==> src/common/dcachePkg.sv <==
package dcachePkg;

  // cache geometry
  localparam int AddrWidth    = 32;
  localparam int WordWidth    = 64;
  localparam int LineWidth    = 256;
  localparam int NumSets      = 64;
  localparam int NumWays      = 2;
  localparam int OffsetBits   = 5;
  localparam int IndexBits    = 6;
  localparam int TagBits      = 21;
  localparam int WordsPerLine = 4;
  localparam int BytesPerWord = 8;

  // one full cache line
  typedef logic [LineWidth-1:0] lineT;

  // way number inside a set
  typedef logic wayT;

  // address split into its cache fields
  typedef struct packed {
    logic [TagBits-1:0]   tag;
    logic [IndexBits-1:0] index;
    logic [1:0]           wordSel;
    logic [2:0]           byteOff;
  } addrFieldsT;

  // same address word, seen raw or as fields
  typedef union packed {
    logic [AddrWidth-1:0] raw;
    addrFieldsT           fields;
  } cacheAddrT;

  // processor side request
  typedef struct packed {
    logic                    write;
    cacheAddrT               addr;
    logic [WordWidth-1:0]    wdata;
    logic [BytesPerWord-1:0] mask;
  } coreReqT;

  // line-wide memory bus request
  typedef struct packed {
    logic      write;
    cacheAddrT addr;
    lineT      wline;
  } memReqT;

endpackage

==> src/hw/evictEngine.sv <==
module evictEngine (
  input  logic                 clk,
  input  logic                 rst_n,
  input  logic                 start_i,
  input  dcachePkg::cacheAddrT addr_i,
  input  dcachePkg::lineT      line_i,
  input  logic                 grantAck_i,
  output dcachePkg::memReqT    busReq_o,
  output logic                 busReqValid_o,
  output logic                 done_o
);

  dcachePkg::cacheAddrT addrQ;
  dcachePkg::lineT      lineQ;
  logic                 waitFall;

  // victim copy, the set may be refilled after this
  always_ff @(posedge clk) begin
    if (start_i) begin
      addrQ.raw <= {addr_i.raw[dcachePkg::AddrWidth-1:dcachePkg::OffsetBits],
                    {dcachePkg::OffsetBits{1'b0}}};
      lineQ     <= line_i;
    end
  end

  always_ff @(posedge clk or negedge rst_n) begin
    if (!rst_n) begin
      busReqValid_o <= 1'b0;
      waitFall      <= 1'b0;
      done_o        <= 1'b0;
    end else begin
      done_o <= 1'b0;
      if (start_i) begin
        busReqValid_o <= 1'b1;
      end else if (busReqValid_o && grantAck_i) begin
        busReqValid_o <= 1'b0;
        waitFall      <= 1'b1;
      end else if (waitFall && !grantAck_i) begin
        waitFall <= 1'b0;
        done_o   <= 1'b1;
      end
    end
  end

  assign busReq_o = '{write: 1'b1, addr: addrQ, wline: lineQ};

endmodule

==> config.mk <==
export PLATFORM = sky130hd
export DESIGN_NAME = evictEngine
export DESIGN_NICKNAME = d
export VERILOG_FILES = /design/src/common/dcachePkg.sv /design/src/hw/evictEngine.sv
export SDC_FILE = /design/constraint.sdc
export NUM_CORES = 1
export LEC_CHECK = 0
export BUFFER_PORTS_ARGS = -buffer_cell sky130_fd_sc_hd__buf_2
export CORE_AREA = 2 2 229 231
export DETAILED_ROUTE_END_ITERATION = 6
export DIE_AREA = 0 0 231 233
export GPL_ROUTABILITY_DRIVEN = 1
export PLACE_DENSITY = 0.41
export SLEW_MARGIN = 20
export SYNTH_ARGS = -nofsm -noshare
export SYNTH_HDL_FRONTEND = slang
export SYNTH_SLANG_ARGS = --single-unit
==> constraint.sdc <==
create_clock -name clk -period 1.95 [get_ports clk]
set_input_delay 0.0975 -clock clk [delete_from_list [all_inputs] [get_ports clk]]
set_output_delay 0.0975 -clock clk [all_outputs]
set_load 0.01 [all_outputs]
Word-level counts from Yosys, hierarchy flattened

Index checks and enable logic that the tools add are counted.

Register bits after elaboration: 286
Input bits: 292
Output and inout port bits: 291
Word-level logic and storage cells: 19

Muxes and demuxes: 7
Bitwise gates (word level): 1
Reduce and logical (&&, ||, !) cells: 6

Operators by type and width:

| cell                | count |
|---|---|
| 2-to-1 mux 1 bit    | 7 |
| nonzero test 2 bit  | 2 |
| logical AND 1 bit   | 2 |
| AND reduction 2 bit | 1 |
| zero test 1 bit     | 1 |
| inverter 1 bit      | 1 |

Longest topological paths before layout

Depth after elaboration: 5
Depth in mapped cells: 2
Gate-level depth less buffers: 2

Worst setup path after synthesis

OpenSTA, ideal clock, no wires.

Kind: register to register
From: register busReqValid_o
To: register waitFall
Library setup time: 121 ps
Data arrival time: 690 ps
Data required time: 1829 ps
Setup slack: 1139 ps
Cell stages (with the launch flop): 3
Buffers on the path: 0
Clock period less this slack: 811 ps
Cell sequence: dfrtp_1 -> nor2b_1 -> o22a_1

Word-level cells in the longest chain between the ends: 3
Elaborated cells between the ends (all ways): 4
Those cells by class: 1 x mux; 3 x reduce/logical

Ends and longest elaborated chain:

| item                                 | line              | text |
|---|---|---|
| start: declaration                   | evictEngine.sv:9  | `output logic busReqValid_o,` |
| start signal: assignment             | evictEngine.sv:28 | `busReqValid_o <= 1'b0;` |
| start signal: assignment             | evictEngine.sv:34 | `busReqValid_o <= 1'b1;` |
| start signal: assignment             | evictEngine.sv:36 | `busReqValid_o <= 1'b0;` |
| logical AND 1 bit *                  | evictEngine.sv:35 | `end else if (busReqValid_o && grantAck_i) begin` |
| nonzero test 2 bit (no source line)  | -                 |  |
| AND reduction 2 bit (no source line) | -                 |  |
| end signal: assignment               | evictEngine.sv:29 | `waitFall <= 1'b0;` |
| end signal: assignment               | evictEngine.sv:37 | `waitFall <= 1'b1;` |
| end signal: assignment               | evictEngine.sv:39 | `waitFall <= 1'b0;` |
| end: declaration                     | evictEngine.sv:15 | `logic waitFall;` |

Mark *: on every way between the ends. The rest lies on a longest branch, timed or not.
A chain may end at the register's enable or synchronous reset.

Worst setup path after layout

From: register lineQ[151]
To: output busReq_o[151] (netlist name)

RTL lines:

| item                     | line              | text |
|---|---|---|
| start: declaration       | evictEngine.sv:14 | `dcachePkg::lineT lineQ;` |
| start signal: assignment | evictEngine.sv:22 | `lineQ <= line_i;` |
| end: declaration         | evictEngine.sv:8  | `output dcachePkg::memReqT busReq_o,` |

No word-level cell between the ends.

==> impl_results.md <==
- Status: completed
- Setup TNS: 0 ns
- Peak supply drop: 633 uV
- Via density: 3.38
- Initial Util: 17.0%
- Leakage: 6.88 nW
- Max-slew violations: 0
- Root buffer cell: clkbuf_16
- Max frequency: 0.785 GHz
- Yosys cell types: 9
- Final WS setup: 0.676 ns
- Worst hold path class: in -> reg
- Final Hold Fails: 0
- Power, Total: 0.0148 W
- Inserted Diodes: 0
- Filler cell count: 5066
- Initial antenna violation count: 1
- Max-Cap Viols: 0
- Die width: 231 um
- Reg clk slew, reported paths: 0.06 ns
- Detailed Place HPWL: 20400 um
- First-pass GRT wire length: 40400 um
- Via count of the first global-routing pass: 7065
- Top Layer Used: met4
- WL met2: 15200 um
- Synth Register Bits: 286
- Total setup buffers inserted after CTS: 0
- CTS tree: done
- Die area: 53800 sq um
- Residual DRC count: 0
- Total GRT Usage: 9.82%
- Die Y-Extent: 233 um
- Power density over cell area: 905 nW/um^2
- Synth area leader: edfxtp_1
- # clock sinks: 286
- Crit start category: register
- Largest cells by area after synthesis: edfxtp_1 (98%), dfrtp_1 (0.87%), buf_4 (0.52%)
- Most common cell after layout, fill and taps aside: buf_2
- Proportion of synthesized chip area in sequential cells: 99.0%
- Row count: 83
- R2R Setup Slk: 0.76 ns
- Final min period: 1.27 ns
- Critical Path RT: 1.85 ns
- I/O pin count: 583
- Largest net degree at the start of global routing: 49
- Dpl cells: 1564
- Clk_lat worst skew: 0.59 ns
- DRT Wirelength: 28600 um
- Worst EP arrival: 1.18 ns
- Slowest stage delay, CP: 0.43 ns
- Post-route ant nets: 0
- Final Skew: 0.00305 ns
- Final weighted congestion in routability-driven placement: 0.763
- CP Class: reg -> out
- Multi-input gate area: 53.8 sq um
- Final hold slack: 0.214 ns
- Gr ovfl total: 0
- Final cell count without fillers: 1908
- Most frequent cells in the layout: buf_2 (570), dlygate4sd3_1 (288), edfxtp_1 (283), clkbuf_16 (31), buf_4 (12)
- Drt pass-1 iters: 4
- Clock buffer depth: 3
- # H-tree levels: 1
- DRT met1 WL: 9950 um
- Setup-failing EPs final: 0
- CP delay by family, top: flip-flops
- Worst path cell trace: buf_2
- Final period utilization: 65.4%
- Setup crit end kind: output pin
- Synth Instances: 299
- DR WL met3: 2600 um
- Drt wl/cell: 15.0 um
- RSZ-0062 raised after global routing: no
- DP Worst Slack: 0.692 ns
- Synthesized area per cell: 29.0 sq um
- Slowest-stage cell, CP: edfxtp_1
- IO Port Bufs: 571
- Initial detailed-routing violation count: 138
- Nets@finish: 1497
- P&R area growth vs syn: 89.3%
- Core area: 51100 sq um
- WP buf/inv: 1
- Cell Area, Synth: 8660 sq um
- Routed vias: 6449
- Share of cells above drive strength 1: 51.4%
- Synth top area share: 98.1%
- Num CTS Buffers: 31
- Sequential cell area: 8570 sq um
- CP max FO: 1
- YS warnings: 0
==> cell usage after synthesis <==
cell type and instances:
edfxtp_1 283, buf_4 6, dfrtp_1 3, conb_1 2, a21o_2 1, inv_1 1
nor2b_1 1, nor3b_1 1, o22a_1 1
==> final timing paths <==
| check | startpoint | end | depth (start not counted) |
|---|---|---|---|
| worst min-delay path | addr_i[5] | addrQ[5]$_DFFE_PP_ | 2 |
| max in group asynchronous | rst_n | busReqValid_o$_DFFE_PN0P_ | 3 |
| min in group asynchronous | rst_n | done_o$_DFF_PN0_ | 3 |
| worst max register to register | waitFall$_DFFE_PN0P_ | done_o$_DFF_PN0_ | 2 |
| worst min register to register | waitFall$_DFFE_PN0P_ | waitFall$_DFFE_PN0P_ | 1 |
| worst max-delay path | lineQ[151]$_DFFE_PP_ | busReq_o[151] | 1 |
==> area by class of cell <==
type	instances	area share, %
multi-input combinational	10	0.328
sequential	286	52.3
clock buffer	46	5.32
tap	680	5.19
inverter	1	0.0229
timing repair buffer	875	36.1
clock inverter	10	0.710
==> power by group <==
part	switching, W	internal, W	total [W]	leakage (nW)
logic	0.000789	0.000915	0.00170	3.59
clock network	0.00236	0.00335	0.00570	0.485
registers	0.000122	0.00730	0.00742	2.81
total	0.00327	0.0116	0.0148	6.88
==> state kept, by name, indices dropped and copies added, names as in the netlist <==
name / flops
done_o: 1
addrQ: 27
busReqValid_o: 1
waitFall: 1
lineQ: 256
==> metrics by stage <==
step	util (%)	area (sq um)
after floorplan	-	8680
after global placement	24.5	12500
after detailed placement	24.5	12500
after CTS	32.1	16400
after global routing	32.1	16400
final	32.1	16400
==> timing repair <==
item | CTS | global route
gates resized for setup | 0 | 0
hold buffers | 288 | 0
hold endpoints to repair | 314 | 0
==> kinds of logic (layout without fill, tap and decap cells) <==
group                  count (synthesis)  count (layout)  share of synthesized area (%)
buffers and inverters                  7             932                          0.563
AO/OA/AOI/OAI                          2               2                          0.202
AND/OR/NAND/NOR                        2               2                          0.159
other                                  2               6                         0.0867
flip-flops                           286             286                           99.0
==> per-layer routing <==
| layer | global-route usage [%] | up-vias |
|---|---|---|
| li1 | - | 3020 |
| met1 | 10.1 | 3063 |
| met2 | 18.6 | 318 |
| met3 | 3.48 | 48 |
| met4 | 2.88 | 0 |
| met5 | 0 | - |
(Power assumes the default switching activity.)
