--- src/common/dcachePkg.sv ---
package dcachePkg;

  // cache geometry
  localparam int AddrWidth    = 32;
  localparam int WordWidth    = 64;
  localparam int LineWidth    = 256;
  localparam int NumSets      = 64;
  localparam int NumWays      = 2;
  localparam int OffsetBits   = 5;
  localparam int IndexBits    = 6;
  localparam int TagBits      = 21;
  localparam int WordsPerLine = 4;
  localparam int BytesPerWord = 8;

  // one full cache line
  typedef logic [LineWidth-1:0] lineT;

  // way number inside a set
  typedef logic wayT;

  // address split into its cache fields
  typedef struct packed {
    logic [TagBits-1:0]   tag;
    logic [IndexBits-1:0] index;
    logic [1:0]           wordSel;
    logic [2:0]           byteOff;
  } addrFieldsT;

  // same address word, seen raw or as fields
  typedef union packed {
    logic [AddrWidth-1:0] raw;
    addrFieldsT           fields;
  } cacheAddrT;

  // processor side request
  typedef struct packed {
    logic                    write;
    cacheAddrT               addr;
    logic [WordWidth-1:0]    wdata;
    logic [BytesPerWord-1:0] mask;
  } coreReqT;

  // line-wide memory bus request
  typedef struct packed {
    logic      write;
    cacheAddrT addr;
    lineT      wline;
  } memReqT;

endpackage

--- src/hw/memArbiter.sv ---
module memArbiter (
  input  logic              clk,
  input  logic              rst_n,
  input  dcachePkg::memReqT evictReq_i,
  input  logic              evictValid_i,
  input  dcachePkg::memReqT fillReq_i,
  input  logic              fillValid_i,
  input  logic              memAck_i,
  input  dcachePkg::lineT   memRdata_i,
  output dcachePkg::memReqT memReq_o,
  output logic              memReqValid_o,
  output logic              evictAck_o,
  output logic              fillAck_o,
  output dcachePkg::lineT   fillRdata_o
);

  logic locked;
  logic selFill;
  logic ackSeen;

  // grant held from request until the ack has fallen
  always_ff @(posedge clk or negedge rst_n) begin
    if (!rst_n) begin
      locked  <= 1'b0;
      selFill <= 1'b0;
      ackSeen <= 1'b0;
    end else if (!locked) begin
      ackSeen <= 1'b0;
      if (fillValid_i) begin
        locked  <= 1'b1;
        selFill <= 1'b1;
      end else if (evictValid_i) begin
        locked  <= 1'b1;
        selFill <= 1'b0;
      end
    end else if (memAck_i) begin
      ackSeen <= 1'b1;
    end else if (ackSeen) begin
      locked  <= 1'b0;
      ackSeen <= 1'b0;
    end
  end

  assign memReq_o      = selFill ? fillReq_i : evictReq_i;
  assign memReqValid_o = locked && (selFill ? fillValid_i : evictValid_i);
  assign evictAck_o    = locked && !selFill && memAck_i;
  assign fillAck_o     = locked && selFill && memAck_i;
  assign fillRdata_o   = memRdata_i;

endmodule

--- config.mk ---
export PLATFORM = sky130hd
export DESIGN_NAME = memArbiter
export DESIGN_NICKNAME = d
export VERILOG_FILES = /design/src/common/dcachePkg.sv /design/src/hw/memArbiter.sv
export SDC_FILE = /design/constraint.sdc
export NUM_CORES = 1
export LEC_CHECK = 0
export ABC_AREA = 1
export BUFFER_PORTS_ARGS = -buffer_cell sky130_fd_sc_hd__buf_2
export CAP_MARGIN = 5
export CORE_AREA = 2 2 541 543
export DETAILED_ROUTE_END_ITERATION = 10
export DIE_AREA = 0 0 543 545
export PLACE_DENSITY = 0.3
export SYNTH_ARGS = -nofsm -noshare
export SYNTH_HDL_FRONTEND = slang
export SYNTH_SLANG_ARGS = --single-unit
export TNS_END_PERCENT = 30
--- constraint.sdc ---
create_clock -name clk -period 3.5 [get_ports clk]
set_input_delay 0.35 -clock clk [delete_from_list [all_inputs] [get_ports clk]]
set_output_delay 0.35 -clock clk [all_outputs]
set_load 0.005 [all_outputs]
Yosys cells after proc, flatten, opt, wreduce, memory -nomap -nowiden
Cells that the tools add are included.

storage, ports and cells
  register bits = 3
  output and inout bits = 548
  logic and storage cells = 23

cells by class
  reduce and logical (&&, ||, !) cells = 8
  bitwise gates (word level) = 1
  muxes and demuxes = 11

operator list
  kind                 count
  289-bit 2-to-1 mux   1
  1-bit 2-to-1 mux     10
  1-bit logical AND    5
  2-bit AND reduction  1
  2-bit nonzero test   1
  1-bit zero test      1
  1-bit NOT            1

Depth between registers and ports, before layout
  depth in word-level cells = 3
  depth in mapped cells = 7

Least setup slack after synthesis
OpenSTA, ideal clock, no wires.

  path type = reg2out
  start point = register selFill
  end point = output memReq_o[207] in the netlist's numbering
  path buffers = 4
  cell stages (with the launch flop) = 8
  arrival time = 1.032 ns
  path slack = 2.118 ns
  cell sequence = dfrtp_1 buf_4 inv_2 buf_4 buf_6 buf_4 nand2_1 nand2_1

RTL lines
  element                 line              RTL
  from (decl)             memArbiter.sv:18  logic selFill;
  from (signal assigned)  memArbiter.sv:25  selFill <= 1'b0;
  from (signal assigned)  memArbiter.sv:31  selFill <= 1'b1;
  from (signal assigned)  memArbiter.sv:34  selFill <= 1'b0;
  to (decl)               memArbiter.sv:10  output dcachePkg::memReqT memReq_o,

Final worst setup path
  start point = register selFill
  end point = output memReqValid_o

between the ends
  word-level cells in the longest chain between the ends = 2

RTL lines
  element            line              RTL
  1-bit 2-to-1 mux   memArbiter.sv:45  assign memReqValid_o = locked && (selFill ? fillValid_i : evictValid_i);
  1-bit logical AND  memArbiter.sv:45
  to (decl)          memArbiter.sv:11  output logic memReqValid_o,

Every way passes these cells.

==> key figures <==
STA
  • Worst slew pin tran: 849 ps
  • Worst relative slew slack: 43.2%
  • Setup total negative slack: 0 ps
  • Final Hold Vio Count: 0
  • Shortest period the worst path allows: 2750 ps
  • Final Skew: 1.14 ps
  • Tcrit/Tclk final: 78.7%
  • Highest achievable clock rate: 0.363 GHz
  • Setup repair after global routing missed its margin: false
  • Number of setup violations in the final report: 0
  • Number of max-slew violations in the final report: 0

Routing
  • 1st-iter DRT viols: 832
  • Remaining antenna violation count: 0
  • Drt pass-1 iters: 5
  • Wire length reported by the detailed router: 190 mm
  • Via-to-Cell Ratio: 2.01
  • Total number of vias: 11600
  • Wirelength per Cell: 33.0 µm
  • Remaining routing DRC violations: 0

Worst setup path
  • Critical path capture point: memReqValid_o
  • CP Cell Sequence: buf_12 > buf_4 > nor2_1 > nor2_1 > buf_2
  • Critical path data arrival time: 2400 ps
  • CP required: 3150 ps
  • Worst r2r path cells: 4
  • Crit path max-delay cell type: nor2_1
  • Top cell by count, worst path: nor2_1
  • Endpoint of the worst-slack reg-to-reg timing path: selFill
  • Launch instance of the worst register-to-register path: selFill
  • Worst setup path category: register to output pin
  • Slowest Stage Delay on Critical Path: 660 ps
  • Critical path capture point type: output pin
  • Register-to-register path setup slack: approximately 2100 ps
  • Maximum fanout count along the critical path: slightly below 60
  • Type of element launching the critical path: register
  • Worst setup startpoint: selFill

Power and ir drop
  • Static leakage: 6.28 nW
  • Total power draw: 7.13 mW
  • Peak VDD IR: 0.287 mV
  • Internal power: 2.17 mW
  • Switching power as a share of total power: a little over two thirds
  • Comb power frac: 96.4%
  • Portion of total power attributed to sequential cells: roughly 1%
  • Clock group share of total power: 2.5%
  • Total power per unit cell area: about 540 nW/µm²
  • Switching power total: between 4 and 5 mW

GRT
  • Initial antenna violation count: 277
  • Congestion Overflow GR: 0
  • Overall fraction of global-route tracks in use: 12.2%
  • Number of global-route vias before repair: approximately 10000
  • Wire length of the first global-routing pass: 211 mm
  • Pin count of the biggest net entering global routing: around 90

Outcome
  • Run status: completed

CTS
  • Worst-case clock buffer depth: 2
  • Depth of the CTS H-tree: 1
  • Clock-pin slew on the worst setup and hold paths: roughly 30 ps
  • TritonCTS clock tree: yes
  • Sinks on Clock Net: 3
  • Clk root buf: clkbuf_16
  • Clock network latency to the later pin of the worst-skew pair: 220 ps
  • TritonCTS Buffers: 3

Placed design
  • Number of buffer cells added on primary ports: just under 900
  • Placed Cells incl. Taps: 5676
  • Global placement routability congestion: 0.975
  • Placed Area: 12800 µm²
  • Hpwl dp: 181 mm

Floorplan
  • Floorplan die width: 543 µm
  • Number of standard-cell rows in the floorplan: 198
  • Full die area: between 200000 and 300000 µm²
  • Initial Utilization: 1.96%
  • Die outline height: 545 µm
  • Placeable core region: 290000 µm²
  • Boundary pin count: between 1000 and 1500

Synth
  • Number of warning messages in the yosys log: 0
  • Flip-flop and latch count after synthesis: 3
  • Yosys top cell by area: nand2_1
  • Post-synthesis instance area: 5690 µm²
  • Number of unique standard cell types used by synthesis: 10
  • Synth Net Count: 2050
  • Synth area leaders: nand2_1 (58%), buf_4 (35%), buf_2 (3.7%), dfrtp_1 (1.3%), buf_6 (0.79%)
  • Proportion of synthesized chip area in sequential cells: 1.32%
  • Instance count of the mapped netlist: 1211
  • Post-Syn Area per Cell: 4.70 µm²
  • Area fraction of the dominant cell type after synthesis: 57.8%

Worst hold path
  • Type of the most critical hold path: input port to register

Layout
  • Share of layout cells above drive strength 1: 50.0%
  • Summed area of non-filler cells in the final layout: 13100 µm²
  • Total Nets Final: 2621
  • Growth of design area from synthesis to finish: 131%
  • Combined area of the multi-input logic cells: 3310 µm²
  • Fillcell total: 35000
  • Post-layout instance count excluding filler cells: 5761
  • Register area: 78.8 µm²

Job
  • Number of max-cap violations: 0
[kinds of logic (layout without fill, tap and decap cells)]
group,count (synthesis),count (layout),share of synthesized area [%]
and+or+nand+nor,881,881,58.1
buffers and inverters,326,896,40.5
DFF,3,3,1.32
AOI/OAI and AO/OA,1,1,0.0878
other,0,80,0
[routing by layer]
metal	up-vias	GRT usage, %	wire (µm)
met5	-	0	1040
met4	158	4.27	9220
met3	632	13.1	47200
met2	1417	17.1	73500
met1	4788	11.6	58900
li1	4570	-	-
[timing repair]
action	in CTS	in global routing
hold buffers	1	0
buffers inserted	0	0
gates resized for setup	0	0
hold endpoints to repair	3	0
[power groups by stage]
| stage | Sequential [mW] | Combinational, mW | Clock [mW] |
|---|---|---|---|
| floorplan | 0.0553 | 2.78 | 0 |
| global placement | 0.0747 | 7.16 | 0 |
| detailed placement | 0.0740 | 7.07 | 0 |
| CTS | 0.0746 | 7.10 | 0.183 |
| global route | 0.0764 | 7.39 | 0.187 |
| finish | 0.0744 | 6.88 | 0.181 |
[worst min-delay path by stage]
stage                     start  endpoint  slack (ps)  cells after the start
finish              fillValid_i   selFill         400                      3
global route        fillValid_i   selFill         420                      3
CTS                 fillValid_i   selFill         390                      3
detailed placement        rst_n   selFill         150                      1
global placement          rst_n   selFill         150                      1
floorplan                 rst_n   ackSeen          50                      0
[state kept, by name, summed over array words and instances, names as in the netlist]
| signal | cells |
|---|---|
| locked | 1 |
| ackSeen | 1 |
| selFill | 1 |
[Yosys cell counts (all sizes together)]
cell type,count
buf,312
o21ai,1
nor2,4
clkbuf,9
dfrtp,3
inv,5
nand2,877
[metrics by stage]
step	util, %	hold slack, ps	worst slack [ps]
after floorplan	-	54.4	2120
after global placement	4.43	153	752
after detailed placement	4.43	154	746
after CTS	4.46	392	508
after global routing	4.49	421	533
final	4.53	396	745
[layout make-up]
type                            count  area share, %
Tap cell                         3900           37.1
Timing Repair Buffer              887           34.7
Multi-Input combinational cell    882           25.2
Antenna cell                       80           1.52
Sequential cell                     3          0.600
Clock buffer                        4          0.600
Inverter                            5          0.200
[cell usage in the layout (no fill, tap or decap)]
cell           synthesis  routed
dfrtp_1                3       2
diode_2                0      80
nand2_1              877     877
buf_12                 0       7
inv_8                  0       1
buf_4                266       5
clkbuf_1               9       1
buf_2                 42     874
inv_1                  4       4
dlygate4sd3_1          0       1
o21ai_0                1       1
nor2_1                 4       4
dfrtp_4                0       1
clkbuf_16              0       3
[worst max-delay path: cells and delay by family, from the launching register on]
family | cells | cell delay [ps]
flip-flops | 1 | 450
AND/OR/NAND/NOR | 2 | 750
buffers and inverters | 3 | 950
(Power assumes the default switching activity.)
