<file path="src/common/dcachePkg.sv">
package dcachePkg;

  // cache geometry
  localparam int AddrWidth    = 32;
  localparam int WordWidth    = 64;
  localparam int LineWidth    = 256;
  localparam int NumSets      = 64;
  localparam int NumWays      = 2;
  localparam int OffsetBits   = 5;
  localparam int IndexBits    = 6;
  localparam int TagBits      = 21;
  localparam int WordsPerLine = 4;
  localparam int BytesPerWord = 8;

  // one full cache line
  typedef logic [LineWidth-1:0] lineT;

  // way number inside a set
  typedef logic wayT;

  // address split into its cache fields
  typedef struct packed {
    logic [TagBits-1:0]   tag;
    logic [IndexBits-1:0] index;
    logic [1:0]           wordSel;
    logic [2:0]           byteOff;
  } addrFieldsT;

  // same address word, seen raw or as fields
  typedef union packed {
    logic [AddrWidth-1:0] raw;
    addrFieldsT           fields;
  } cacheAddrT;

  // processor side request
  typedef struct packed {
    logic                    write;
    cacheAddrT               addr;
    logic [WordWidth-1:0]    wdata;
    logic [BytesPerWord-1:0] mask;
  } coreReqT;

  // line-wide memory bus request
  typedef struct packed {
    logic      write;
    cacheAddrT addr;
    lineT      wline;
  } memReqT;

endpackage

</file>
<file path="src/hw/fillEngine.sv">
module fillEngine (
  input  logic                 clk,
  input  logic                 rst_n,
  input  logic                 start_i,
  input  dcachePkg::cacheAddrT addr_i,
  input  logic                 grantAck_i,
  input  dcachePkg::lineT      grantRdata_i,
  output dcachePkg::memReqT    busReq_o,
  output logic                 busReqValid_o,
  output logic                 done_o,
  output dcachePkg::lineT      line_o
);

  dcachePkg::cacheAddrT addrQ;
  logic                 waitFall;

  always_ff @(posedge clk) begin
    if (start_i) begin
      addrQ.raw <= {addr_i.raw[dcachePkg::AddrWidth-1:dcachePkg::OffsetBits],
                    {dcachePkg::OffsetBits{1'b0}}};
    end
    // read line is valid for as long as ack is up
    if (grantAck_i) begin
      line_o <= grantRdata_i;
    end
  end

  always_ff @(posedge clk or negedge rst_n) begin
    if (!rst_n) begin
      busReqValid_o <= 1'b0;
      waitFall      <= 1'b0;
      done_o        <= 1'b0;
    end else begin
      done_o <= 1'b0;
      if (start_i) begin
        busReqValid_o <= 1'b1;
      end else if (busReqValid_o && grantAck_i) begin
        busReqValid_o <= 1'b0;
        waitFall      <= 1'b1;
      end else if (waitFall && !grantAck_i) begin
        waitFall <= 1'b0;
        done_o   <= 1'b1;
      end
    end
  end

  assign busReq_o = '{write: 1'b0, addr: addrQ, wline: '0};

endmodule

</file>
<file path="config.mk">
export PLATFORM = sky130hd
export DESIGN_NAME = fillEngine
export DESIGN_NICKNAME = d
export VERILOG_FILES = /design/src/common/dcachePkg.sv /design/src/hw/fillEngine.sv
export SDC_FILE = /design/constraint.sdc
export NUM_CORES = 1
export LEC_CHECK = 0
export BUFFER_PORTS_ARGS = -buffer_cell sky130_fd_sc_hd__clkbuf_2
export CAP_MARGIN = 20
export CELL_PAD_IN_SITES_DETAIL_PLACEMENT = 1
export CELL_PAD_IN_SITES_GLOBAL_PLACEMENT = 1
export CORE_AREA = 5 5 325 327
export CTS_CLUSTER_SIZE = 16
export DETAILED_ROUTE_END_ITERATION = 10
export DIE_AREA = 0 0 330 332
export PLACE_DENSITY = 0.34
export SKIP_LAST_GASP = 1
export SLEW_MARGIN = 10
export SYNTH_ARGS = -nofsm -noshare
export SYNTH_HDL_FRONTEND = slang
export SYNTH_SLANG_ARGS = --single-unit
</file>
<file path="constraint.sdc">
create_clock -name clk -period 2.51 [get_ports clk]
set_clock_uncertainty 0.15 [all_clocks]
set_input_delay 0.3765 -clock clk [delete_from_list [all_inputs] [get_ports clk]]
set_output_delay 0.3765 -clock clk [all_outputs]
set_load 0.01 [all_outputs]
</file>
# After elaboration in Yosys (flattened, before gate mapping)
# Index checks and enable logic that the tools add are counted.
# word_totals
rom_bits	0
reg_bits	286
output_inout_bits	547
ram_bits	0
n_memories	0
latchBits	0
elab_cells	19
inputBits	292
# classes
n_reduce_logical	6
add_sub_neg	0
shifts	0
mux	7
div	0
n_bitwise	1
n_lt_le_gt_ge	0
eq_ne	0
n_mul	0
# ops
cell	count
1-bit two-way mux	7
2-bit nonzero test	2
1-bit logical AND	2
2-bit AND reduction	1
1-bit logical NOT	1
1-bit inverter	1

# Logic depth before layout (Yosys ltp)
# Gate-level depths: netlist of the first run.
# logic_depth
word_depth	5
ltp_mapped	2
mapped_depth_nobuf	2

# Worst setup path before layout of the first run
# No wires, ideal clock.
# synth_timing
kind	reg2reg
startpoint	reg busReqValid_o
endpoint	reg waitFall
slack_ns	1.549
path_stages_with_launch	3
n_path_buf	0
setup_time_ns	0.121
arrival_ns	0.690
required_time_ns	2.239
period_less_slack_ns	0.961
cell_sequence	dfrtp_1 -> nor2b_1 -> o22a_1
# synth_between
elab_chain_cells	3
elab_cells_between_ends	4
cone_classes	1 x mux; 3 x reduce/logical
# synth_rtl
element	line_no	rtl
start, declared	fillEngine.sv:9	output logic busReqValid_o,
start signal, assigned	fillEngine.sv:30	busReqValid_o <= 1'b0;
start signal, assigned	fillEngine.sv:36	busReqValid_o <= 1'b1;
start signal, assigned	fillEngine.sv:38	busReqValid_o <= 1'b0;
1-bit logical AND (*)	fillEngine.sv:37	end else if (busReqValid_o && grantAck_i) begin
2-bit nonzero test (no line)	-	
2-bit AND reduction (no line)	-	
end signal, assigned	fillEngine.sv:31	waitFall <= 1'b0;
end signal, assigned	fillEngine.sv:39	waitFall <= 1'b1;
end signal, assigned	fillEngine.sv:41	waitFall <= 1'b0;
end, declared	fillEngine.sv:15	logic waitFall;
# Every way passes the cells marked *; elsewhere a longest branch is shown, timed or not.
# A chain may end at the register's enable or synchronous reset.

# Worst setup path after layout of the first run
# layout_timing
startpoint	reg line_o[21]
endpoint	out line_o[21]
# layout_rtl
element	line_no	rtl
start, declared	fillEngine.sv:11	output dcachePkg::lineT line_o
start signal, assigned	fillEngine.sv:24	line_o <= grantRdata_i;
# No word-level cell between the ends.

==> flow_metrics.py, run 1 <==
metrics = {
    "synth": {
        "synth_area_um2": 10600,
        "synth-xor-area-share_pct": 0,
        "ys_types": 9,
        "synth.area.mux_share_pct": 0,
        "synth_compound_area_share_pct": 0.166,
        "yosys.area_share.simple_pct": 0.130,
        "synth_top_family_by_area": "buffers and inverters",
        "synth_fa_ha_area_share_pct": 0,
        "synthCells": 554,
        "synth_seq_cells": 286,
        "yosys_warnings": 0,
        "seq_area_frac_synth_pct": 81.0,
        "syn_avg_cell_area_um2": 19.1,
    },
    "pwr": {
        "power_frac_seq_pct": 45.5,
        "p_per_area_nw_per_um2": 691,
        "p_int_mw": 9.47,
        "p_switching_mw": 3.27,
        "peakVddDrop_mv": 0.407,
        "power_leakage_nw": 7.91,
        "power_frac_clock_pct": 41.8,
        "combPwrFrac_pct": 12.7,
        "switching_share_pct": 25.7,
        "power_mw": 12.7,
    },
    "floorplan": {
        "chipHeight_um": 332,
        "die_x_um": 330,
        "ios": 839,
        "fp-row-count": 118,
        "dieArea_um2": 110000,
        "core_area_um2": 103000,
        "initial_utilization_pct": 10.3,
    },
    "setup_path": {
        "path_cells": "clkbuf_2",
        "r2r_slack_ns": 1.51,
        "critPathMaxFanout": 1,
        "critical_path_arrival_ns": 1.21,
        "slowest_stage": "edfxtp_1",
        "cp_top_family": "flip-flops",
        "path_buf_inv": 1,
        "worstSetupPathDepth": 1,
        "critPathLaunchType": "register",
        "cpPeakStageDelay_ns": 0.45,
        "crit_required_ns": 1.98,
        "r2r_cells": 2,
        "critPathKind": "register to output pin",
        "critPathCaptureType": "output pin",
    },
    "drt": {
        "ant_nets": 0,
        "met1_length_mm": 17.8,
        "drc": 0,
        "initialDrtViolationCount": 263,
        "vias_per_cell": 2.58,
        "wl_met3_mm": 5.55,
        "post_drt_wl_per_cell_um": 16.4,
        "dr_wl_met2_mm": 22.6,
        "drt-total-wl_mm": 47.3,
        "vias": 7440,
        "first_pass_iters": 4,
        "top_layer_used": "met5",
    },
    "flow_run": {
        "cap_violations": 0,
    },
    "global_route": {
        "grt_max_degree": 44,
        "antenna_found_initial": 18,
        "grt_use_total_pct": 7.96,
        "grt_pass1_wl_mm": 61.9,
        "grt_pass1_vias": 8360,
        "overflow": 0,
    },
    "clock_tree": {
        "ctsResizeCount": 0,
        "cts_setup_buffers": 0,
        "clockBufferDepth": 3,
        "clk_pin_slew_ns": 0.06,
        "h-tree-depth": 2,
        "root_buffer": "clkbuf_16",
        "cts.sinks": 286,
        "cts_tree": "built",
        "cts_buffers": 39,
        "clock_latency_ns": 0.57,
        "cts_hold_buf": 284,
    },
    "placement": {
        "dpl.hpwl_mm": 37.5,
        "io_buffers": 571,
        "pre_cts_slack_ns": 0.795,
        "gp_congestion": 0.761,
        "dpl_cell_area_um2": 14400,
    },
    "layout": {
        "final_area_um2": 18400,
        "fin_util_pct": 18.0,
        "drive_gt1_share_pct": 42.8,
        "syn_to_final_growth_pct": 74.3,
        "nets": 1755,
    },
    "sta": {
        "slew_viol_final": 0,
        "maxSlewHeadroom_pct": 47.4,
        "worst_slack_ns": 0.775,
        "rsz0062_at_grt": "no",
        "hold_viol_final": 0,
        "worstMarginPinSlew_ns": 0.788,
        "setup-tns-final_ns": 0,
        "fmax_ghz": 0.576,
        "setup_viol": 0,
        "period_needed_ns": 1.74,
        "period_share_pct": 69.1,
    },
    "hold_path": {
        "hold_path_class": "primary input to asynchronous set/reset pin",
    },
    "status": {
        "status": "finished clean",
    },
}
-- Yosys cell counts --
cell / number / area [µm²]
edfxtp_1: 283 / 8500
dfrtp_1: 3 / 75.1
buf_4: 262 / 1970
inv_1: 1 / 3.75
conb_1: 1 / 3.75
a21o_2: 1 / 8.76
nor3b_1: 1 / 7.51
o22a_1: 1 / 8.76
nor2b_1: 1 / 6.26
-- cells by family after synthesis --
| logic type | Yosys count |
|---|---|
| flops | 286 |
| buf+inv | 263 |
| compound gates | 2 |
| simple gates | 2 |
| other cells | 1 |
-- sequential cells by signal, summed over array words and instances, names as in the netlist --
name	count
line_o	256
addrQ	27
busReqValid_o	1
done_o	1
waitFall	1
-- area by class of cell --
| type | instances | area [µm²] |
|---|---|---|
| flip-flops and latches | 286 | 8570 |
| repair buffers | 869 | 5890 |
| clock inverters | 20 | 194 |
| diodes | 8 | 20.0 |
| multi-input cells | 266 | 1010 |
| inverters | 1 | 3.75 |
| clock buffers | 50 | 1020 |
| fillers | 11790 | 84200 |
| well taps | 1380 | 1730 |
-- layout by cell type, fill, tap and decap left out --
master / synthesis / layout
clkinv_4: 0 / 1
o22a_1: 1 / 1
buf_4: 262 / 8
clkinv_1: 0 / 7
dlygate4sd3_1: 0 / 284
buf_8: 0 / 1
nor3b_1: 1 / 1
buf_12: 0 / 6
conb_1: 1 / 262
edfxtp_1: 283 / 283
clkbuf_2: 0 / 570
nor2b_1: 1 / 1
clkbuf_1: 0 / 11
diode_2: 0 / 8
clkinv_8: 0 / 1
clkinvlp_4: 0 / 2
dfrtp_1: 3 / 3
clkbuf_16: 0 / 39
clkinv_2: 0 / 4
inv_1: 1 / 1
a21o_2: 1 / 1
inv_6: 0 / 2
bufinv_16: 0 / 2
clkinv_16: 0 / 1
-- worst reg2reg max path: cells and delay by family, from the launching register on --
family / cells / cell delay, ns
simple gates: 1 / 0.14
flops: 1 / 0.39
compound gates: 1 / 0.21
-- path summary, 6_finish.rpt --
kind,startpoint,to
max reg2reg,busReqValid_o$_DFFE_PN0P_,waitFall$_DFFE_PN0P_
min,rst_n,waitFall$_DFFE_PN0P_
min reg2reg,waitFall$_DFFE_PN0P_,waitFall$_DFFE_PN0P_
max,line_o[21]$_DFFE_PP_,line_o[21]
min in group clk,grantAck_i,line_o[23]$_DFFE_PP_
max in group asynchronous,rst_n,busReqValid_o$_DFFE_PN0P_
-- layer usage --
metal / vias to the layer above / global-route usage [%]
met5: - / 0
met3: 65 / 3.50
met2: 507 / 13.5
met1: 3568 / 8.75
li1: 3292 / -
met4: 8 / 3.03
-- power groups by stage --
stage | Clock [mW] | Combinational (mW) | Sequential [mW]
finish | 5.33 | 1.62 | 5.80
global route | 5.84 | 1.75 | 5.83
CTS | 5.67 | 1.65 | 5.81
detailed placement | 0 | 1.24 | 5.90
global placement | 0 | 1.24 | 5.90
floorplan | 0 | 0.477 | 6.08
-- per-stage QoR --
step           hold slack [ns]  std cells
3_3_place_gp            0.0334       2518
3_5_place_dp            0.0360       2518
4_1_cts                 0.0108       2872
5_1_grt                 0.0369       2879
2_1_floorplan          -0.0691        815
6_report                0.0819       2880
Note: power is estimated with default switching activity, not from simulation.
==> inputs of run 2 (changes only) <==
--- a/config.mk
+++ b/config.mk
@@ -5,15 +5,16 @@
 export SDC_FILE = /design/constraint.sdc
 export NUM_CORES = 1
 export LEC_CHECK = 0
+export ABC_AREA = 1
 export BUFFER_PORTS_ARGS = -buffer_cell sky130_fd_sc_hd__clkbuf_2
 export CAP_MARGIN = 20
 export CELL_PAD_IN_SITES_DETAIL_PLACEMENT = 1
 export CELL_PAD_IN_SITES_GLOBAL_PLACEMENT = 1
-export CORE_AREA = 5 5 325 327
+export CORE_AREA = 5 5 326 328
 export CTS_CLUSTER_SIZE = 16
 export DETAILED_ROUTE_END_ITERATION = 10
-export DIE_AREA = 0 0 330 332
-export PLACE_DENSITY = 0.34
+export DIE_AREA = 0 0 331 333
+export PLACE_DENSITY = 0.33
 export SKIP_LAST_GASP = 1
 export SLEW_MARGIN = 10
 export SYNTH_ARGS = -nofsm -noshare
==> constraint.sdc (replaced) <==
create_clock -name clk -period 1.71 [get_ports clk]
set_clock_uncertainty 0.15 [all_clocks]
set_input_delay 0.2565 -clock clk [delete_from_list [all_inputs] [get_ports clk]]
set_output_delay 0.2565 -clock clk [all_outputs]
set_load 0.01 [all_outputs]
==> run 2 against run 1 <==
Compared with the run above:
- via count grew 0.38%
- die area grew 0.61%
- count of clock-buffer cells in the layout shrank 8
- design area grew 0.18%
- cell count grew 0.17%
- clock power grew 47%
- sequential cell count is the same
- area after synthesis is essentially flat
- first-iteration DRC count shrank 2.7%
- largest cell class unchanged
- largest power group unchanged
==> flow_metrics.py, run 2 <==
metrics = {
    "setup_path": {
        "cpPeakStageDelay_ns": 0.47,
        "slowest_stage": "edfxtp_1",
        "worstSetupPathDepth": 1,
        "crit_required_ns": 1.30,
        "cp_top_family": "flip-flops",
        "path_buf_inv": 1,
        "critPathKind": "register to output pin",
        "r2r_cells": 2,
        "critical_path_arrival_ns": 1.20,
        "critPathCaptureType": "output pin",
        "path_cells": "clkbuf_2",
        "critPathMaxFanout": 1,
        "critPathLaunchType": "register",
    },
    "drt": {
        "vias": 7468,
        "ant_nets": 0,
        "drt-total-wl_mm": 48.9,
        "drc": 0,
        "initialDrtViolationCount": 256,
        "vias_per_cell": 2.59,
        "post_drt_wl_per_cell_um": 17.0,
        "first_pass_iters": 4,
    },
    "synth": {
        "seq_area_frac_synth_pct": 81.0,
        "yosysTopAreaCell": "edfxtp_1",
        "yosys.cell_count.top_type": "edfxtp_1",
        "yosys_warnings": 0,
        "ys_types": 10,
        "synth_edf_count": 283,
        "synth_top_cell_area_share_pct": 80.3,
        "synth.area.top_cells": "edfxtp_1, buf_4, dfrtp_1, inv_1, a21oi_2",
        "synth_ff_type": "edfxtp_1",
        "async_reset_ff_share_pct": 1.05,
        "synth_area_um2": 10600,
        "synth_commonest_cells": "edfxtp_1, buf_4, dfrtp_1, inv_1",
        "synth_seq_cells": 286,
        "synthCells": 557,
        "syn_avg_cell_area_um2": 19.0,
    },
    "sta": {
        "hold_viol_final": 0,
        "rsz0062_at_grt": "no",
        "period_share_pct": 93.7,
        "period_needed_ns": 1.60,
        "slew_viol_final": 0,
        "setup-tns-final_ns": 0,
        "setup_viol": 0,
        "fmax_ghz": 0.624,
    },
    "placement": {
        "dp.cells": 2520,
        "gp_congestion": 0.713,
        "dpl.hpwl_mm": 39.3,
        "io_buffers": 571,
    },
    "global_route": {
        "antenna_found_initial": 18,
        "grt_use_total_pct": 8.15,
        "grt_pass1_wl_mm": 63.4,
        "overflow": 0,
        "grt_max_degree": 46,
        "grt_pass1_vias": 8208,
    },
    "layout": {
        "syn_to_final_growth_pct": 74.6,
        "nets": 1760,
        "top_register": "line_o",
        "largestRegisters": "line_o: 256 flops, addrQ: 27 flops",
        "largest_reg_flops": 256,
        "fin_util_pct": 18.0,
        "most-common-layout-cells": "clkbuf_2, dlygate4sd3_1, edfxtp_1, conb_1, clkbuf_16",
        "drive_gt1_share_pct": 43.0,
        "fillCellCount": 11865,
        "stdcell_count": 2885,
        "layout_commonest_cell": "clkbuf_2",
    },
    "floorplan": {
        "ios": 839,
        "die_x_um": 331,
        "core_area_um2": 103000,
        "fp-row-count": 118,
        "dieArea_um2": 110000,
        "chipHeight_um": 333,
        "initial_utilization_pct": 10.3,
    },
    "clock_tree": {
        "cts_tree": "built",
        "clock_latency_ns": 0.57,
        "cts_buffers": 39,
        "h-tree-depth": 2,
        "cts.sinks": 286,
        "root_buffer": "clkbuf_16",
        "clockBufferDepth": 3,
        "clk_pin_slew_ns": 0.05,
        "cts_setup_buffers": 0,
    },
    "flow_run": {
        "cap_violations": 0,
    },
    "status": {
        "status": "finished clean",
    },
    "hold_path": {
        "hold_path_class": "primary input to register",
        "min_path_cells": 2,
    },
    "pwr": {
        "power_leakage_nw": 7.94,
        "p_per_area_nw_per_um2": 1020,
        "peakVddDrop_mv": 0.552,
    },
}
==> run 2: changes by cell type in the layout (fill, tap and decap cells not counted), sizes merged, moves of 3 or more <==
cell | previous run | this run
inv | 3 | 9
dlygate4sd3 | 284 | 287
clkinv | 14 | 17
clkbuf | 620 | 612
==> run 2: metal layers <==
metal,wire [µm],vias up,global-route usage [%]
met5,96,-,0
met2,23900,498,14.3
met1,18100,3570,8.96
met3,5160,79,3.16
li1,-,3307,-
met4,1570,14,2.93
==> run 2: cell type report <==
cell class                      instances  area, µm²  area share (%)
Sequential cell                       286       8570            46.4
Timing Repair Buffer                  871       5930            32.1
Tap cell                             1380       1730            9.35
Multi-Input combinational cell        267       1010            5.47
Clock buffer                           42        987            5.34
Clock inverter                         28        220            1.19
Antenna cell                            8       20.0           0.108
Inverter                                3       11.3          0.0610
==> run 2: timing repair <==
item / 4_1_cts / 5_1_grt
hold buffers: 287 / 0
hold endpoints to repair: 344 / 0
resized for setup: 0 / 0
endpoints found under the setup margin: 0 / 0
==> run 2: stage by stage <==
stage | hold WS, ns | setup WS (ns) | power (mW) | area (µm²)
after floorplan | -0.189 | 0.909 | 9.63 | 11600
after global placement | -0.0955 | 0.336 | 10.5 | 14400
after detailed placement | -0.0912 | 0.344 | 10.5 | 14400
after CTS | 0.151 | 0.0222 | 19.3 | 18500
after global routing | 0.195 | 0.0410 | 19.8 | 18500
final | 0.245 | 0.107 | 18.8 | 18500
==> run 2: path summary, 6_finish.rpt <==
kind	from	slack, ns	to
worst min register to register	waitFall$_DFFE_PN0P_	0.39	done_o$_DFF_PN0_
max in group asynchronous	rst_n	0.84	done_o$_DFF_PN0_
worst min-delay path	grantRdata_i[12]	0.24	line_o[12]$_DFFE_PP_
worst max-delay path	line_o[247]$_DFFE_PP_	0.11	line_o[247]
worst max register to register	busReqValid_o$_DFFE_PN0P_	0.90	busReqValid_o$_DFFE_PN0P_
min in group asynchronous	rst_n	0.42	busReqValid_o$_DFFE_PN0P_
==> run 2: logic make-up after synthesis <==
logic type	count (synthesis)	share of synthesized area, %
and+or+nand+nor	3	0.118
AOI/OAI and AO/OA	2	0.130
buffers and inverters	265	18.7
other	1	0.0354
DFF	286	81.0
==> run 2: report_power, final <==
part / internal (mW) / total, mW / switching (mW)
clock network: 4.52 / 7.86 / 3.34
registers: 8.33 / 8.52 / 0.188
logic: 1.04 / 2.40 / 1.37
==> inputs of run 3 (changes only) <==
--- a/config.mk
+++ b/config.mk
@@ -14,7 +14,9 @@
 export CTS_CLUSTER_SIZE = 16
 export DETAILED_ROUTE_END_ITERATION = 10
 export DIE_AREA = 0 0 331 333
+export MAX_ROUTING_LAYER = met4
 export PLACE_DENSITY = 0.33
+export REMOVE_ABC_BUFFERS = 1
 export SKIP_LAST_GASP = 1
 export SLEW_MARGIN = 10
 export SYNTH_ARGS = -nofsm -noshare
==> run 3 against run 2 <==
Compared with the run above:
- total power shrank 0.36%
- wire length shrank 22%
- sequential power is essentially flat
- die area is the same
- non-clock buffer count grew 6
- cell count is essentially flat
- the run now ends with negative setup slack left
- largest power group unchanged
- global-route usage shrank 1.6 points
- sequential share of layout area shrank 0.23 points
- critical path depth is the same
- via count shrank 2.8%
- hold slack gained 0.021 ns
- worst setup slack lost 0.15 ns
==> flow_metrics.py, run 3 (synthesis gave the netlist of run 2 again) <==
metrics = {
    "status": {
        "status": "complete, but fails checks",
        "violations": "negative setup slack",
    },
    "global_route": {
        "grt_pass1_vias": 8265,
        "antenna_found_initial": 1,
        "grt_use_total_pct": 6.56,
        "grt_pass1_wl_mm": 52.3,
        "overflow": 0,
        "grt_max_degree": 47,
    },
    "sta": {
        "period_share_pct": 102,
        "fmax_ghz": 0.572,
        "hold_viol_final": 0,
        "rsz0062_at_grt": "yes",
        "setup_viol": 1,
        "worst_slack_ns": -0.0389,
        "slew_viol_final": 0,
        "period_needed_ns": 1.75,
    },
    "setup_path": {
        "critical_path_arrival_ns": 1.34,
        "cp-startpoint": "line_o[160]$_DFFE_PP_",
        "cp_top_family": "flip-flops",
        "critPathLaunchType": "register",
        "path_buf_inv": 1,
        "path_cells": "clkbuf_8",
        "critPathCaptureType": "output pin",
        "r2r_slack_ns": 0.89,
        "timing.rr.start": "busReqValid_o$_DFFE_PN0P_",
        "critPathKind": "register to output pin",
        "critPathMaxFanout": 1,
        "slowest_stage": "edfxtp_1",
        "cpPeakStageDelay_ns": 0.56,
        "crit_required_ns": 1.30,
    },
    "pwr": {
        "p_int_mw": 14.2,
        "power_frac_seq_pct": 45.4,
        "p_switching_mw": 4.52,
        "switching_share_pct": 24.1,
        "combPwrFrac_pct": 12.3,
        "p_per_area_nw_per_um2": 1010,
        "peakVddDrop_mv": 0.523,
        "power_mw": 18.7,
        "power_frac_clock_pct": 42.3,
        "power_leakage_nw": 7.99,
    },
    "layout": {
        "seqCellArea_um2": 8570,
        "nets": 1765,
        "layout_commonest_cell": "clkbuf_2",
        "largest_reg_flops": 256,
        "drive_gt1_share_pct": 42.9,
        "largestRegisters": "line_o: 256 flops, addrQ: 27 flops",
        "fillCellCount": 11837,
        "multi_input_area_um2": 1010,
        "most-common-layout-cells": "clkbuf_2, dlygate4sd3_1, edfxtp_1, conb_1, clkbuf_16",
        "syn_to_final_growth_pct": 75.5,
        "top_register": "line_o",
    },
    "floorplan": {
        "fp-row-count": 118,
        "ios": 839,
        "dieArea_um2": 110000,
        "die_x_um": 331,
        "initial_utilization_pct": 10.3,
        "chipHeight_um": 333,
        "core_area_um2": 103000,
    },
    "drt": {
        "post_drt_wl_per_cell_um": 13.3,
        "vias_per_cell": 2.52,
        "drc": 0,
        "vias": 7259,
        "initialDrtViolationCount": 231,
        "ant_nets": 0,
        "first_pass_iters": 3,
        "drt-total-wl_mm": 38.4,
    },
    "placement": {
        "dpl.hpwl_mm": 30.1,
        "pre_cts_slack_ns": 0.384,
        "io_buffers": 571,
        "gp_congestion": 0.732,
    },
    "clock_tree": {
        "clk_pin_slew_ns": 0.06,
        "cts_tree": "built",
        "h-tree-depth": 2,
        "clockBufferDepth": 3,
        "root_buffer": "clkbuf_16",
        "cts_buffers": 38,
        "clock_latency_ns": 0.55,
        "cts.sinks": 286,
    },
    "flow_run": {
        "cap_violations": 0,
    },
    "hold_path": {
        "min_from": "grantRdata_i[157]",
        "hold_path_class": "primary input to register",
    },
}
## run 3: layout make-up
| type | instances | area share, % |
|---|---|---|
| sequential | 286 | 46.2 |
| timing repair buffer | 877 | 32.4 |
| tap | 1380 | 9.30 |
| clock buffer | 51 | 5.73 |
| multi-input combinational | 267 | 5.44 |
| clock inverter | 18 | 0.896 |
| inverter | 3 | 0.0607 |
| antenna | 1 | 0.0135 |
## run 3: what timing repair did
item                                    4_1_cts  5_1_grt
hold buffers                                287        0
endpoints found under the setup margin        2        2
gates resized for setup                       4        0
pin swaps                                     0        0
hold endpoints to repair                    320        0
setup buffers                                 0        0
## run 3: through the flow
| stage | hold WS (ns) | utilization (%) | cells | instance area (µm²) | setup TNS (ns) |
|---|---|---|---|---|---|
| after floorplan | -0.189 | - | 556 | 9590 | 0 |
| after global placement | -0.0949 | 14.0 | 2526 | 14400 | 0 |
| after detailed placement | -0.0866 | 14.0 | 2526 | 14400 | 0 |
| after CTS | 0.183 | 18.0 | 2882 | 18600 | -0.185 |
| after global routing | 0.213 | 18.0 | 2883 | 18600 | -0.174 |
| final | 0.266 | 18.0 | 2883 | 18600 | -0.0389 |
## run 3: metal layers
| metal | GRT usage (%) | share of wire [%] |
|---|---|---|
| met3 | 2.80 | 12 |
| met1 | 6.00 | 32 |
| met5 | - | 0 |
| met4 | 2.21 | 2.8 |
| met2 | 12.2 | 53 |
## run 3: worst register-to-register path, cell delays in order, from the launching register on
cell and delay (ns):
dfrtp_1 0.40, nand2_1 0.10, a21oi_2 0.05
## run 3: worst paths after layout
kind	to	depth (start not counted)
max reg2reg	waitFall$_DFFE_PN0P_	2
min in group asynchronous	busReqValid_o$_DFFE_PN0P_	3
max	line_o[160]	1
min	line_o[157]$_DFFE_PP_	2
max in group asynchronous	waitFall$_DFFE_PN0P_	3
min reg2reg	done_o$_DFF_PN0_	2
## run 3: power groups by stage
stage / logic, mW / clock network, mW / registers, mW
floorplan: 0.256 / 0 / 8.92
global placement: 1.78 / 0 / 8.63
detailed placement: 1.78 / 0 / 8.65
CTS: 2.35 / 8.39 / 8.51
global route: 2.51 / 8.64 / 8.54
finish: 2.31 / 7.92 / 8.49
